File: src/cpu_test_params.svh
// test sequencer constants
// widths, WAIT length and the addresses the test program touches
`ifndef CPU_TEST_PARAMS_SVH
`define CPU_TEST_PARAMS_SVH

`define CT_PC_W         8
`define CT_DATA_W       32
`define CT_ADDR_W       22
`define CT_WAIT_CYCLES  16

`define CT_FILL_BASE    22'h11000
`define CT_FILL_WORDS   256
`define CT_REG_GO       22'o17377777
`define CT_REG_STATUS   22'o17377770

`endif
File: src/cpu_test_pkg.sv
// test sequencer types
// opcodes, register selects, the 48-bit microinstruction and the bus structs
`include "cpu_test_params.svh"

package cpu_test_pkg;

   typedef enum logic [3:0]
   {
      OP_NOP   = 4'd0,
      OP_WRITE = 4'd1,
      OP_READ  = 4'd2,
      OP_ADD   = 4'd3,
      OP_SUB   = 4'd4,
      OP_TST   = 4'd5,
      OP_CMP   = 4'd6,
      OP_JMP   = 4'd7,
      OP_DONE  = 4'd8,
      OP_WAIT  = 4'd9,
      OP_FAULT = 4'd15
   } op_t;

   typedef enum logic [2:0]
   {
      R_NONE = 3'd0,
      R_A    = 3'd1,
      R_B    = 3'd2,
      R_C    = 3'd3,
      R_D    = 3'd4,
      R_I    = 3'd5,   // immediate
      R_DD   = 3'd7    // pattern data
   } rsel_t;

   typedef struct packed
   {
      op_t         op;
      rsel_t       dreg;
      rsel_t       sreg;
      logic [5:0]  next;   // jump target
      logic [31:0] imm;
   } micro_inst_t;

   typedef struct packed
   {
      logic                  rq;
      logic                  wr;
      logic [`CT_ADDR_W-1:0] addr;
      logic [`CT_DATA_W-1:0] wdata;
   } bus_req_t;

   typedef struct packed
   {
      logic                  ack;
      logic                  done;
      logic [`CT_DATA_W-1:0] rdata;
   } bus_rsp_t;

   typedef struct packed
   {
      logic rd;
      logic wr;
   } mem_op_t;

endpackage

File: src/cpu_test_top.sv
// microcoded test sequencer
// fetch, execute and bus stages driving an external req/ack bus
`timescale 1ns/1ps
`include "cpu_test_params.svh"

module cpu_test_top
   import cpu_test_pkg::*;
(
   input  logic                clk,
   input  logic                reset,
   input  logic                start,
   output logic                done,
   output logic                fault,
   output logic [`CT_PC_W-1:0] pc,
   output bus_req_t            bus_req,
   input  bus_rsp_t            bus_rsp
);

   micro_inst_t           inst;
   mem_op_t               mem;
   logic                  stall;
   logic                  load;
   logic [5:0]            target;
   logic [`CT_ADDR_W-1:0] addr;
   logic [`CT_DATA_W-1:0] wdata;
   logic [`CT_DATA_W-1:0] rdata;
   logic                  mem_done;

   cpu_test_fetch i_fetch
   (
      .clk    (clk),
      .reset  (reset),
      .stall  (stall),
      .load   (load),
      .target (target),
      .inst   (inst),
      .pc     (pc)
   );

   cpu_test_exec i_exec
   (
      .clk      (clk),
      .reset    (reset),
      .start    (start),
      .inst     (inst),
      .mem_done (mem_done),
      .rdata    (rdata),
      .stall    (stall),
      .load     (load),
      .target   (target),
      .mem      (mem),
      .addr     (addr),
      .wdata    (wdata),
      .done     (done),
      .fault    (fault)
   );

   cpu_test_bus i_bus
   (
      .clk      (clk),
      .reset    (reset),
      .mem      (mem),
      .addr     (addr),
      .wdata    (wdata),
      .mem_done (mem_done),
      .rdata    (rdata),
      .req      (bus_req),
      .rsp      (bus_rsp)
   );

endmodule

File: src/cpu_test_bus.sv
// bus stage
// request/acknowledge FSM between the execute stage and the target
`timescale 1ns/1ps
`include "cpu_test_params.svh"

module cpu_test_bus
   import cpu_test_pkg::*;
(
   input  logic                  clk,
   input  logic                  reset,
   input  mem_op_t               mem,
   input  logic [`CT_ADDR_W-1:0] addr,
   input  logic [`CT_DATA_W-1:0] wdata,
   output logic                  mem_done,
   output logic [`CT_DATA_W-1:0] rdata,
   output bus_req_t              req,
   input  bus_rsp_t              rsp
);

   typedef enum logic [1:0] {M_IDLE, M_REQ, M_WAIT, M_DONE} mstate_t;

   mstate_t state;
   mstate_t state_nx;
   logic    rq_q;
   logic    wr_q;

   always_comb
   begin
      state_nx = state;
      case (state)
         M_IDLE: if (mem.rd || mem.wr) state_nx = M_REQ;
         M_REQ:  if (rsp.ack) state_nx = M_WAIT;
         M_WAIT: if (!rsp.ack) state_nx = M_DONE;
         M_DONE: state_nx = M_IDLE;
         default: state_nx = M_IDLE;
      endcase
   end

   always_ff @(posedge clk)
   begin
      if (reset)
      begin
         state <= M_IDLE;
         rq_q  <= 1'b0;
         wr_q  <= 1'b0;
      end
      else
      begin
         state <= state_nx;
         rq_q  <= (state == M_REQ) && !rsp.ack;   // drops the cycle after ack
         wr_q  <= (state == M_REQ) && !rsp.ack && mem.wr;
      end
   end

   always_ff @(posedge clk)
   begin
      if (rsp.done)
         rdata <= rsp.rdata;
   end

   assign mem_done  = state == M_DONE;
   assign req.rq    = rq_q;
   assign req.wr    = wr_q;
   assign req.addr  = addr;
   assign req.wdata = wdata;

   a_rq_after_ack: assert property (@(posedge clk) disable iff (reset)
      $rose(req.rq) |-> !rsp.ack);

   a_wr_with_rq: assert property (@(posedge clk) disable iff (reset)
      req.wr |-> req.rq);

endmodule

File: src/cpu_test_exec.sv
// execute stage
// registers a..d, add/sub, branch tests, WAIT counter and halt latches
`timescale 1ns/1ps
`include "cpu_test_params.svh"

module cpu_test_exec
   import cpu_test_pkg::*;
(
   input  logic                  clk,
   input  logic                  reset,
   input  logic                  start,
   input  micro_inst_t           inst,
   input  logic                  mem_done,
   input  logic [`CT_DATA_W-1:0] rdata,
   output logic                  stall,
   output logic                  load,
   output logic [5:0]            target,
   output mem_op_t               mem,
   output logic [`CT_ADDR_W-1:0] addr,
   output logic [`CT_DATA_W-1:0] wdata,
   output logic                  done,
   output logic                  fault
);

   localparam int WAIT_W = $clog2(`CT_WAIT_CYCLES);

   logic [`CT_ADDR_W-1:0] a;
   logic [`CT_DATA_W-1:0] b;
   logic [`CT_DATA_W-1:0] c;
   logic [`CT_DATA_W-1:0] d;
   logic [`CT_DATA_W-1:0] pat;
   logic [`CT_DATA_W-1:0] src;
   logic [`CT_DATA_W-1:0] dst;
   logic [`CT_DATA_W-1:0] alu;
   logic [WAIT_W-1:0]     wait_cnt;
   logic                  wait_done;
   logic                  run;
   logic                  bus_op;

   cpu_test_pattern i_pattern
   (
      .clk   (clk),
      .reset (reset),
      .index (a[7:0]),
      .data  (pat)
   );

   always_comb
   begin
      case (inst.sreg)
         R_A:     src = `CT_DATA_W'(a);
         R_B:     src = b;
         R_C:     src = c;
         R_D:     src = d;
         R_I:     src = inst.imm;
         R_DD:    src = pat;
         default: src = '0;
      endcase
      case (inst.dreg)
         R_A:     dst = `CT_DATA_W'(a);
         R_B:     dst = b;
         R_C:     dst = c;
         R_D:     dst = d;
         default: dst = '0;
      endcase
   end

   assign alu    = (inst.op == OP_SUB) ? src - inst.imm : src + inst.imm;
   assign run    = start && !done && !fault;
   assign bus_op = (inst.op == OP_READ) || (inst.op == OP_WRITE);

   assign wait_done = wait_cnt == WAIT_W'(`CT_WAIT_CYCLES - 1);

   // halt ops stall too, so pc parks on them
   assign stall = !run
                  || (inst.op == OP_DONE) || (inst.op == OP_FAULT)
                  || (inst.op == OP_WAIT && !wait_done)
                  || (bus_op && !mem_done);

   assign load = (inst.op == OP_JMP)
                 || (inst.op == OP_TST && ~|(dst & src))   // zero and
                 || (inst.op == OP_CMP && dst == src);

   assign target = inst.next;
   assign mem.rd = run && (inst.op == OP_READ);
   assign mem.wr = run && (inst.op == OP_WRITE);
   assign addr   = a;
   assign wdata  = d;

   always_ff @(posedge clk)
   begin
      if (reset)
      begin
         a        <= '0;
         b        <= '0;
         c        <= '0;
         d        <= '0;
         wait_cnt <= '0;
         done     <= 1'b0;
         fault    <= 1'b0;
      end
      else
      begin
         if (mem_done && inst.op == OP_READ)
         begin
            d <= rdata;
         end
         else if (run && (inst.op == OP_ADD || inst.op == OP_SUB))
         begin
            case (inst.dreg)
               R_A:     a <= alu[`CT_ADDR_W-1:0];
               R_B:     b <= alu;
               R_C:     c <= alu;
               R_D:     d <= alu;
               default: ;
            endcase
         end
         if (run && inst.op == OP_WAIT)
            wait_cnt <= wait_cnt + 1'b1;
         else
            wait_cnt <= '0;
         if (run && inst.op == OP_DONE)
            done <= 1'b1;
         if (run && inst.op == OP_FAULT)
            fault <= 1'b1;
      end
   end

   a_no_load_with_bus: assert property (@(posedge clk) disable iff (reset)
      !(load && (mem.rd || mem.wr)));

endmodule

File: src/cpu_test_fetch.sv
// fetch stage
// program counter and next-pc select driving the registered ROM
`timescale 1ns/1ps
`include "cpu_test_params.svh"

module cpu_test_fetch
   import cpu_test_pkg::*;
(
   input  logic                clk,
   input  logic                reset,
   input  logic                stall,
   input  logic                load,
   input  logic [5:0]          target,
   output micro_inst_t         inst,
   output logic [`CT_PC_W-1:0] pc
);

   logic [`CT_PC_W-1:0] npc;
   logic [`CT_PC_W-1:0] rom_addr;

   assign npc = load ? `CT_PC_W'(target) : pc + 1'b1;

   // re-read the current word while stalled so inst stays with pc
   assign rom_addr = stall ? pc : npc;

   always_ff @(posedge clk)
   begin
      if (reset)
      begin
         pc <= '1;   // first fetch lands on 0
      end
      else if (!stall)
      begin
         pc <= npc;
      end
   end

   cpu_test_rom i_rom
   (
      .clk   (clk),
      .reset (reset),
      .addr  (rom_addr),
      .data  (inst)
   );

endmodule

File: src/cpu_test_pattern.sv
// expected data source
// word k carries k in every byte, one cycle after the index
`timescale 1ns/1ps
`include "cpu_test_params.svh"

module cpu_test_pattern
(
   input  logic                  clk,
   input  logic                  reset,
   input  logic [7:0]            index,
   output logic [`CT_DATA_W-1:0] data
);

   always_ff @(posedge clk)
   begin
      if (reset)
      begin
         data <= '0;
      end
      else
      begin
         data <= {4{index}};   // byte replicated
      end
   end

endmodule

File: src/cpu_test_rom.sv
// microcode ROM for the test sequencer
// fill, kick the go register, poll status, read back and compare
`timescale 1ns/1ps
`include "cpu_test_params.svh"

module cpu_test_rom
   import cpu_test_pkg::*;
(
   input  logic                clk,
   input  logic                reset,
   input  logic [`CT_PC_W-1:0] addr,
   output micro_inst_t         data
);

   function automatic micro_inst_t ui(input op_t op, input rsel_t dreg, input rsel_t sreg,
                                      input logic [5:0] next, input logic [31:0] imm);
      return '{op, dreg, sreg, next, imm};
   endfunction

   always_ff @(posedge clk)
   begin
      if (reset)
      begin
         data <= '0;
      end
      else
      begin
         case (addr)
            // fill region with the pattern
            8'h00: data <= ui(OP_ADD,   R_A,    R_NONE, 6'h00, `CT_FILL_BASE);
            8'h01: data <= ui(OP_ADD,   R_B,    R_NONE, 6'h00, 32'h0);   // b = count
            8'h02: data <= ui(OP_ADD,   R_D,    R_DD,   6'h00, 32'h0);   // d = pattern
            8'h03: data <= ui(OP_WRITE, R_NONE, R_NONE, 6'h00, 32'h0);   // m[a] = d
            8'h04: data <= ui(OP_ADD,   R_A,    R_A,    6'h00, 32'h1);
            8'h05: data <= ui(OP_ADD,   R_B,    R_B,    6'h00, 32'h1);
            8'h06: data <= ui(OP_CMP,   R_B,    R_I,    6'h08, `CT_FILL_WORDS);
            8'h07: data <= ui(OP_JMP,   R_NONE, R_NONE, 6'h02, 32'h0);

            // go, then poll until busy clears
            8'h08: data <= ui(OP_ADD,   R_A,    R_NONE, 6'h00, `CT_REG_GO);
            8'h09: data <= ui(OP_ADD,   R_D,    R_NONE, 6'h00, 32'h1);
            8'h0a: data <= ui(OP_WRITE, R_NONE, R_NONE, 6'h00, 32'h0);
            8'h0b: data <= ui(OP_WAIT,  R_NONE, R_NONE, 6'h00, 32'h0);
            8'h0c: data <= ui(OP_ADD,   R_A,    R_NONE, 6'h00, `CT_REG_STATUS);
            8'h0d: data <= ui(OP_READ,  R_NONE, R_NONE, 6'h00, 32'h0);
            8'h0e: data <= ui(OP_TST,   R_D,    R_I,    6'h10, 32'h1);   // bit 0 clear
            8'h0f: data <= ui(OP_JMP,   R_NONE, R_NONE, 6'h0b, 32'h0);

            // read back and compare
            8'h10: data <= ui(OP_ADD,   R_A,    R_NONE, 6'h00, `CT_FILL_BASE);
            8'h11: data <= ui(OP_ADD,   R_B,    R_NONE, 6'h00, 32'h0);
            8'h12: data <= ui(OP_READ,  R_NONE, R_NONE, 6'h00, 32'h0);
            8'h13: data <= ui(OP_CMP,   R_D,    R_DD,   6'h15, 32'h0);   // match skips fault
            8'h14: data <= ui(OP_FAULT, R_NONE, R_NONE, 6'h00, 32'h0);
            8'h15: data <= ui(OP_ADD,   R_A,    R_A,    6'h00, 32'h1);
            8'h16: data <= ui(OP_ADD,   R_B,    R_B,    6'h00, 32'h1);
            8'h17: data <= ui(OP_CMP,   R_B,    R_I,    6'h19, `CT_FILL_WORDS);
            8'h18: data <= ui(OP_JMP,   R_NONE, R_NONE, 6'h12, 32'h0);
            8'h19: data <= ui(OP_DONE,  R_NONE, R_NONE, 6'h00, 32'h0);

            default: data <= ui(OP_JMP, R_NONE, R_NONE, 6'h00, 32'h0);
         endcase
      end
   end

endmodule

File: config.mk
export PLATFORM = sky130hd
export DESIGN_NAME = cpu_test_top
export DESIGN_NICKNAME = d
export VERILOG_FILES = /design/src/cpu_test_pkg.sv /design/src/cpu_test_top.sv /design/src/cpu_test_bus.sv /design/src/cpu_test_exec.sv /design/src/cpu_test_fetch.sv /design/src/cpu_test_pattern.sv /design/src/cpu_test_rom.sv
export VERILOG_INCLUDE_DIRS = /design/src
export SDC_FILE = /design/constraint.sdc
export NUM_CORES = 1
export LEC_CHECK = 0
export ABC_AREA = 1
export BUFFER_PORTS_ARGS = -buffer_cell sky130_fd_sc_hd__buf_2
export CORE_ASPECT_RATIO = 2
export CORE_MARGIN = 2
export CORE_UTILIZATION = 45
export DETAILED_ROUTE_END_ITERATION = 12
export GPL_TIMING_DRIVEN = 0
export HOLD_SLACK_MARGIN = 0.06
export SYNTH_ARGS = -nofsm -noshare
export SYNTH_HDL_FRONTEND = slang
export SYNTH_SLANG_ARGS = --single-unit
File: constraint.sdc
create_clock -name clk -period 3.7 [get_ports clk]
set_input_delay 0.74 -clock clk [delete_from_list [all_inputs] [get_ports clk]]
set_output_delay 0.74 -clock clk [all_outputs]
set_load 0.05 [all_outputs]
* After elaboration in Yosys (flattened, before gate mapping)
Memories as Yosys holds them, arrays and structs flattened. Cells that the tools add are included. W data, S select, Z words.
Storage, ports and cells: memories kept 1, word-level logic and storage cells 112, RAM bits 0, bits in registers 248, bits in latches 0, bits in read-only memories 1152
Operators by class: reduce and logical (&&, ||, !) cells 43, order comparisons 0, bitwise gates (word level) 4, equality and inequality tests 28, mux-type cells 13, div/mod/pow operators 0, shift operators 0, add/sub/neg operators 4, $mul 0
Memories:
- (name not given) | words 32, width 36, rd ports 1, clocked after Yosys merged registers in 0, write ports 0, RTL line cpu_test_rom.sv:28 | case (addr)
Operator list (number):
- $pmux W32 S6 | 1
- $mux W32 | 4
- $pmux W32 S4 | 1
- $mux W47 | 1
- $add A32 B32 Y32 | 1
- $and A32 B32 Y32 | 1
- $eq A32 B32 Y1 | 1
- $reduce_or A32 Y1 | 1
- $sub A32 B32 Y32 | 1
- $eq A4 B3 Y1 const B | 4
- $eq A4 B4 Y1 const B | 4
- $mux W8 | 2
- $logic_and A1 B1 Y1 | 15
- $eq A3 B2 Y1 const B | 4
- $eq A3 B3 Y1 const B | 4
- $reduce_and A3 Y1 | 4
- $logic_or A1 B1 Y1 | 9
- $add A8 B1 Y8 const B | 1
- $eq A4 B2 Y1 const B | 2
- $pmux W2 S4 | 1
- $logic_not A1 Y1 | 7
- $eq A3 B1 Y1 const B | 2
- $mux W2 | 3
- $add A4 B1 Y4 const B | 1
- other kinds (11) | 17

* Depth between registers and ports, before layout
word-level depth 13, depth in mapped cells 28, mapped depth without buffers 28

* Hierarchy
A second synthesis with hierarchy kept.
Unflattened totals: cell total of the unflattened synthesis 2075, area, all modules 14096.0 sq um
By module, submodules not included:
- cpu_test_exec | area an instance 10318.6 sq um, cells an instance 1647, times used 1, sequential area each 2482.4 sq um
- cpu_test_bus | area an instance 1626.6 sq um, cells an instance 124, times used 1, sequential area each 1041.0 sq um
- cpu_test_rom | area an instance 1243.7 sq um, cells an instance 171, times used 1, sequential area each 400.4 sq um
- cpu_test_fetch | area an instance 495.5 sq um, cells an instance 84, times used 1, sequential area each 160.2 sq um
- cpu_test_pattern | area an instance 411.6 sq um, cells an instance 49, times used 1, sequential area each 160.2 sq um

* Least setup slack after synthesis
OpenSTA, ideal clock, no wires.
kind register to register, start reg i_fetch.i_rom.data[39] (netlist name), end reg i_fetch.i_rom.data[46] (netlist name), stages on the path, launching flop included 26, period minus slack after synthesis 3.390 ns, arrival time 3.276 ns, data required time 3.586 ns, slack 0.310 ns, setup time 0.114 ns, buffers on the path 2, cells stage by stage dfxtp_1 inv_1 nand3_1 clkbuf_1 clkbuf_1 o221ai_1 ha_1 nor2_1 nand2_1 nor2_1 nand2_1 nor2_1 nand2_2 nand3_2 nand2_1 nand3_1 nand2_1 inv_1 ha_1 nand3_1 nor2_1 inv_1 nand2_1 nand2_1 nand3_1 nand2_1
Between the ends: word-level cells in the longest chain between the ends 12
RTL lines:
- start, declared | RTL line cpu_test_rom.sv:12 | output micro_inst_t data
- start signal, assigned | RTL line cpu_test_rom.sv:30 | 8'h00: data <= ui(OP_ADD, R_A, R_NONE, 6'h00, `CT_FILL_BASE);
- start signal, assigned | RTL line cpu_test_rom.sv:31 | 8'h01: data <= ui(OP_ADD, R_B, R_NONE, 6'h00, 32'h0);
- start signal, assigned | RTL line cpu_test_rom.sv:32 | 8'h02: data <= ui(OP_ADD, R_D, R_DD, 6'h00, 32'h0);
- $eq A3 B3 Y1, or another cell as far along | RTL line cpu_test_exec.sv:50 | case (inst.sreg)
- $pmux W32 S6 * | RTL line cpu_test_exec.sv:50
- $and A32 B32 Y32 | RTL line cpu_test_exec.sv:81 | || (inst.op == OP_TST && ~|(dst & src))
- $reduce_or A32 Y1 | RTL line cpu_test_exec.sv:81
- $logic_not A1 Y1 | RTL line cpu_test_exec.sv:81
- $logic_and A1 B1 Y1 | RTL line cpu_test_exec.sv:81
- $logic_or A1 B1 Y1 | RTL line cpu_test_exec.sv:81
- $logic_or A1 B1 Y1 * | RTL line cpu_test_exec.sv:82 | || (inst.op == OP_CMP && dst == src);
- $mux W8 * | RTL line cpu_test_fetch.sv:21 | assign npc = load ? `CT_PC_W'(target) : pc + 1'b1;
- $mux W8 * | RTL line cpu_test_fetch.sv:24 | assign rom_addr = stall ? pc : npc;
- net i_fetch.i_rom.addr[0] | RTL line cpu_test_rom.sv:11 | input logic [`CT_PC_W-1:0] addr,
- $mem_v2 Z32 W36 *
- $mux W47 * | RTL line cpu_test_rom.sv:28
The timed path passes the listed nets; every way through them passes the cells marked *. A chain may end at the register's enable or synchronous reset.

* Final worst setup path
start reg i_fetch.i_rom.data[39] (netlist name), end reg i_fetch.i_rom.data[47] (netlist name)
RTL lines (RTL line):
- $eq A3 B3 Y1, or another cell as far along | cpu_test_exec.sv:50
- $pmux W32 S6 * | cpu_test_exec.sv:50
- $and A32 B32 Y32 | cpu_test_exec.sv:81
- $reduce_or A32 Y1 | cpu_test_exec.sv:81
- $logic_not A1 Y1 | cpu_test_exec.sv:81
- $logic_and A1 B1 Y1 | cpu_test_exec.sv:81
- $logic_or A1 B1 Y1 | cpu_test_exec.sv:81
- $logic_or A1 B1 Y1 * | cpu_test_exec.sv:82
- $mux W8 * | cpu_test_fetch.sv:21
- $mux W8 * | cpu_test_fetch.sv:24
- net i_fetch.i_rom.addr[0] | cpu_test_rom.sv:11
- $mem_v2 Z32 W36 *
Marked as above.

==> results.py <==
metrics = {
    "place": {
        "dp_slack_ns": -1.72,
        "dp_hpwl_mm": 41.3,
        "gp_congestion": 1.01,
        "io_buffers": 101,
    },
    "die": {
        "fp.dieH_um": 236,
        "die_x_um": 120,
        "coreArea_um2": 26400,
        "dieArea_um2": 28200,
        "start_util_pct": 45.8,
        "ioPinCount": 103,
        "row_count": 84,
    },
    "drt": {
        "drtPass1Iterations": 6,
        "routed_wl_mm": 52.2,
        "wl_per_cell_um": 23.6,
        "vias_per_cell": 5.78,
        "drc": 0,
        "postRouteAntennaNets": 0,
        "drt_iter0_drc": 982,
        "vias": 12800,
    },
    "sta": {
        "setup_tns_ns": 0,
        "setup_slack_ns": 0.0253,
        "worst_clock_skew_ns": 0.0132,
        "finalHoldViolations": 0,
        "tightest_slew_ns": 1.17,
        "finalCritPeriodShare_pct": 99.3,
        "slew_headroom_pct": 21.4,
        "slew_viol_final": 0,
        "layout_min_cycle_time_ns": 3.67,
        "setup_violations": 0,
        "fmax_mhz": 272,
        "rsz0062_at_grt": "true",
    },
    "outcome": {
        "status": "finished, final reports clean",
    },
    "hold_path": {
        "hold_path.class": "input port to flip-flop",
        "whs_path_depth": 1,
        "hp-start": "bus_rsp[30]",
        "hold_end": "i_bus.rdata[30]",
    },
    "power_and_ir_drop": {
        "swShare_pct": 38.1,
        "intPower_mw": 3.82,
        "pwr-share-clk_pct": 31.2,
        "p_per_area_nw_per_um2": 406,
        "seqPwrFrac_pct": 36.9,
        "pwr-share-comb_pct": 31.9,
        "p_leak_nw": 7.14,
        "power_switching_mw": 2.36,
        "vdd_drop_max_uv": 364,
    },
    "synthesis": {
        "yosysWarnings": 0,
        "ys_ff_latch": 196,
        "synth_area_leaders": "dfxtp_1 (27%), nand2_1 (8.4%), inv_1 (8.4%), ha_1 (8.3%), edfxtp_1 (8.0%)",
        "synth_top_area_cell": "dfxtp_1",
        "synth_fp_nets": 1787,
        "ys_types": 52,
        "netlist_instances": 1669,
        "netlist.area_leader.share_pct": 27.2,
        "seq_area_frac_synth_pct": 35.2,
        "synth_area_per_cell_um2": 7.23,
        "syn-cell-area_um2": 12100,
    },
    "global_routing": {
        "grt_max_degree": 33,
        "antenna_found_initial": 0,
        "groute.usage.overall_pct": 36.7,
        "grt_pass1_vias": 12800,
        "grt_pass1_wl_mm": 76.2,
        "overflow": 0,
    },
    "clocking": {
        "clk_latency_ns": 0.47,
        "h-tree-depth": 4,
        "cts_sinks": 196,
        "cts_buffer_depth": 2,
        "cts_tree": "yes",
        "cts_hold_buf": 0,
        "path_clk_slew_ns": 0.08,
        "cts_buffers": 17,
        "clock-root-buffer": "clkbuf_16",
    },
    "setup_path": {
        "cp-end-kind": "flip-flop",
        "required_ns": 4.08,
        "reg2regPathDepth": 25,
        "r2r_end": "i_fetch.i_rom.data[47]",
        "critPathMaxFanout": 6,
        "crit_type": "flip-flop to flip-flop",
        "cp.arrival_ns": 4.06,
        "timing.rr.start": "i_fetch.i_rom.data[39]",
        "cp-start-kind": "flip-flop",
        "rrSetupSlack_ns": 0.03,
    },
    "layout": {
        "final_common_cell": "inv_1",
        "syn2layout_area_growth_pct": 26.2,
        "fin_nets": 1973,
        "drive_above_1_share_pct": 23.5,
        "diodes": 0,
        "mostFrequentLayoutCells": "inv_1 (253), nand2_1 (244), dfxtp_1 (158)",
    },
    "run": {
        "drv_cap": 0,
    },
}
[per-stage QoR]
step	hold WS, ns	std cells	util [%]	cell area [µm²]	power, mW
final	0.447	2212	57.7	15200	6.18
after global routing	0.432	2212	57.7	15200	6.38
after CTS	0.435	2175	55.0	14500	5.90
after detailed placement	0.456	2114	49.3	13000	3.89
after global placement	0.431	2114	49.3	13000	3.89
after floorplan	0.418	1669	-	12100	3.31
[worst max-delay path by stage]
stage	start	to	slack, ns	cells past startpoint
finish	i_fetch.i_rom.data[39]	i_fetch.i_rom.data[47]	0.03	25
global route	i_fetch.i_rom.data[0]	i_exec.wdata[29]	-0.14	21
CTS	i_fetch.i_rom.data[40]	i_exec.wdata[22]	0.001	22
detailed placement	i_fetch.i_rom.data[39]	i_fetch.i_rom.data[47]	-1.72	24
global placement	i_fetch.i_rom.data[39]	i_fetch.i_rom.data[47]	-1.72	24
floorplan	i_fetch.i_rom.data[39]	i_fetch.i_rom.data[46]	0.31	25
[cells in the mapped netlist (all sizes together)]
cell type,n
nor3b,1
nand3,72
inv,284
o21a,4
a21boi,3
a22oi,3
o21ai,137
o22ai,44
xor2,21
o221ai,26
clkbuf,52
a21o,8
nand2,281
buf,15
dfxtp,164
nand3b,1
xnor2,8
a211oi,6
edfxtp,32
or2,7
nand4,15
a31oi,19
a31o,1
o21bai,21
a221o,21
and2,1
nor4,2
ha,80
o31ai,2
nor2,152
a21oi,135
fa,1
a221oi,10
a2111oi,1
o211ai,16
nor3,23
[what timing repair did]
item                                   in CTS  in global routing
setup endpoints to repair                 129                 86
resized for setup                         173                122
buffers inserted                           29                 37
pin swaps                                  25                 49
endpoints found under the hold margin       0                  0
[final cells by class]
cell class	count	area, µm²
repair buffers	167	1070
inverters	284	1090
clock inverters	14	159
multi-input cells	1122	7340
flip-flops and latches	196	4260
fillers	2580	11100
plain buffers	67	439
well taps	344	430
clock buffers	18	439
[metal layers]
metal	vias up	global-route usage (%)	routed length, µm
met1	6080	34.9	17400
met5	-	0	0
met3	212	5.67	2300
met4	0	32.5	5520
met2	485	66.6	27000
li1	6013	-	-
[flip-flops by register name, summed over array words and instances, names as in the netlist]
register,flops
i_exec.b,32
i_fetch.i_rom.data,20
i_exec.done,1
i_bus.rdata,32
i_exec.i_pattern.data,8
i_exec.addr,22
i_exec.wdata,32
i_exec.wait_cnt,4
i_exec.fault,1
i_bus.state,2
i_fetch.pc,8
i_bus.wr_q,1
i_exec.c,32
i_bus.rq_q,1
[kinds of logic after synthesis]
family	synth area share [%]
AO/OA/AOI/OAI	23.0
adder cells (fa/ha/maj)	8.46
XOR/XNOR	2.10
flip-flops	35.2
AND/OR/NAND/NOR	20.0
buffers and inverters	11.3
[power groups by stage]
stage | combinational [mW] | clock, mW | sequential [mW]
finish | 1.97 | 1.93 | 2.28
global route | 2.08 | 2.01 | 2.29
CTS | 1.69 | 1.94 | 2.28
detailed placement | 1.56 | 0 | 2.33
global placement | 1.56 | 0 | 2.33
floorplan | 0.923 | 0 | 2.38
[worst max-delay path: stages (launching register included)]
cell and delay (ns):
dfxtp_4 0.43, inv_6 0.06, nor3_4 0.15, buf_12 0.15, clkinvlp_4 0.19, buf_4 0.22
o221ai_4 0.18, ha_1 0.27, nor2_1 0.11, nand2_1 0.09, nor2_4 0.16, nand2_2 0.13
nor2_4 0.14, nand2_4 0.09, nand3_4 0.13, nand2_2 0.06, nand3_2 0.08, nand2_4 0.10
inv_6 0.09, ha_4 0.18, nand3_4 0.09, nor2_4 0.13, inv_4 0.07, nand2_4 0.07
o21ai_2 0.05, nor2_2 0.16
Power figures use the tool's default switching activity.
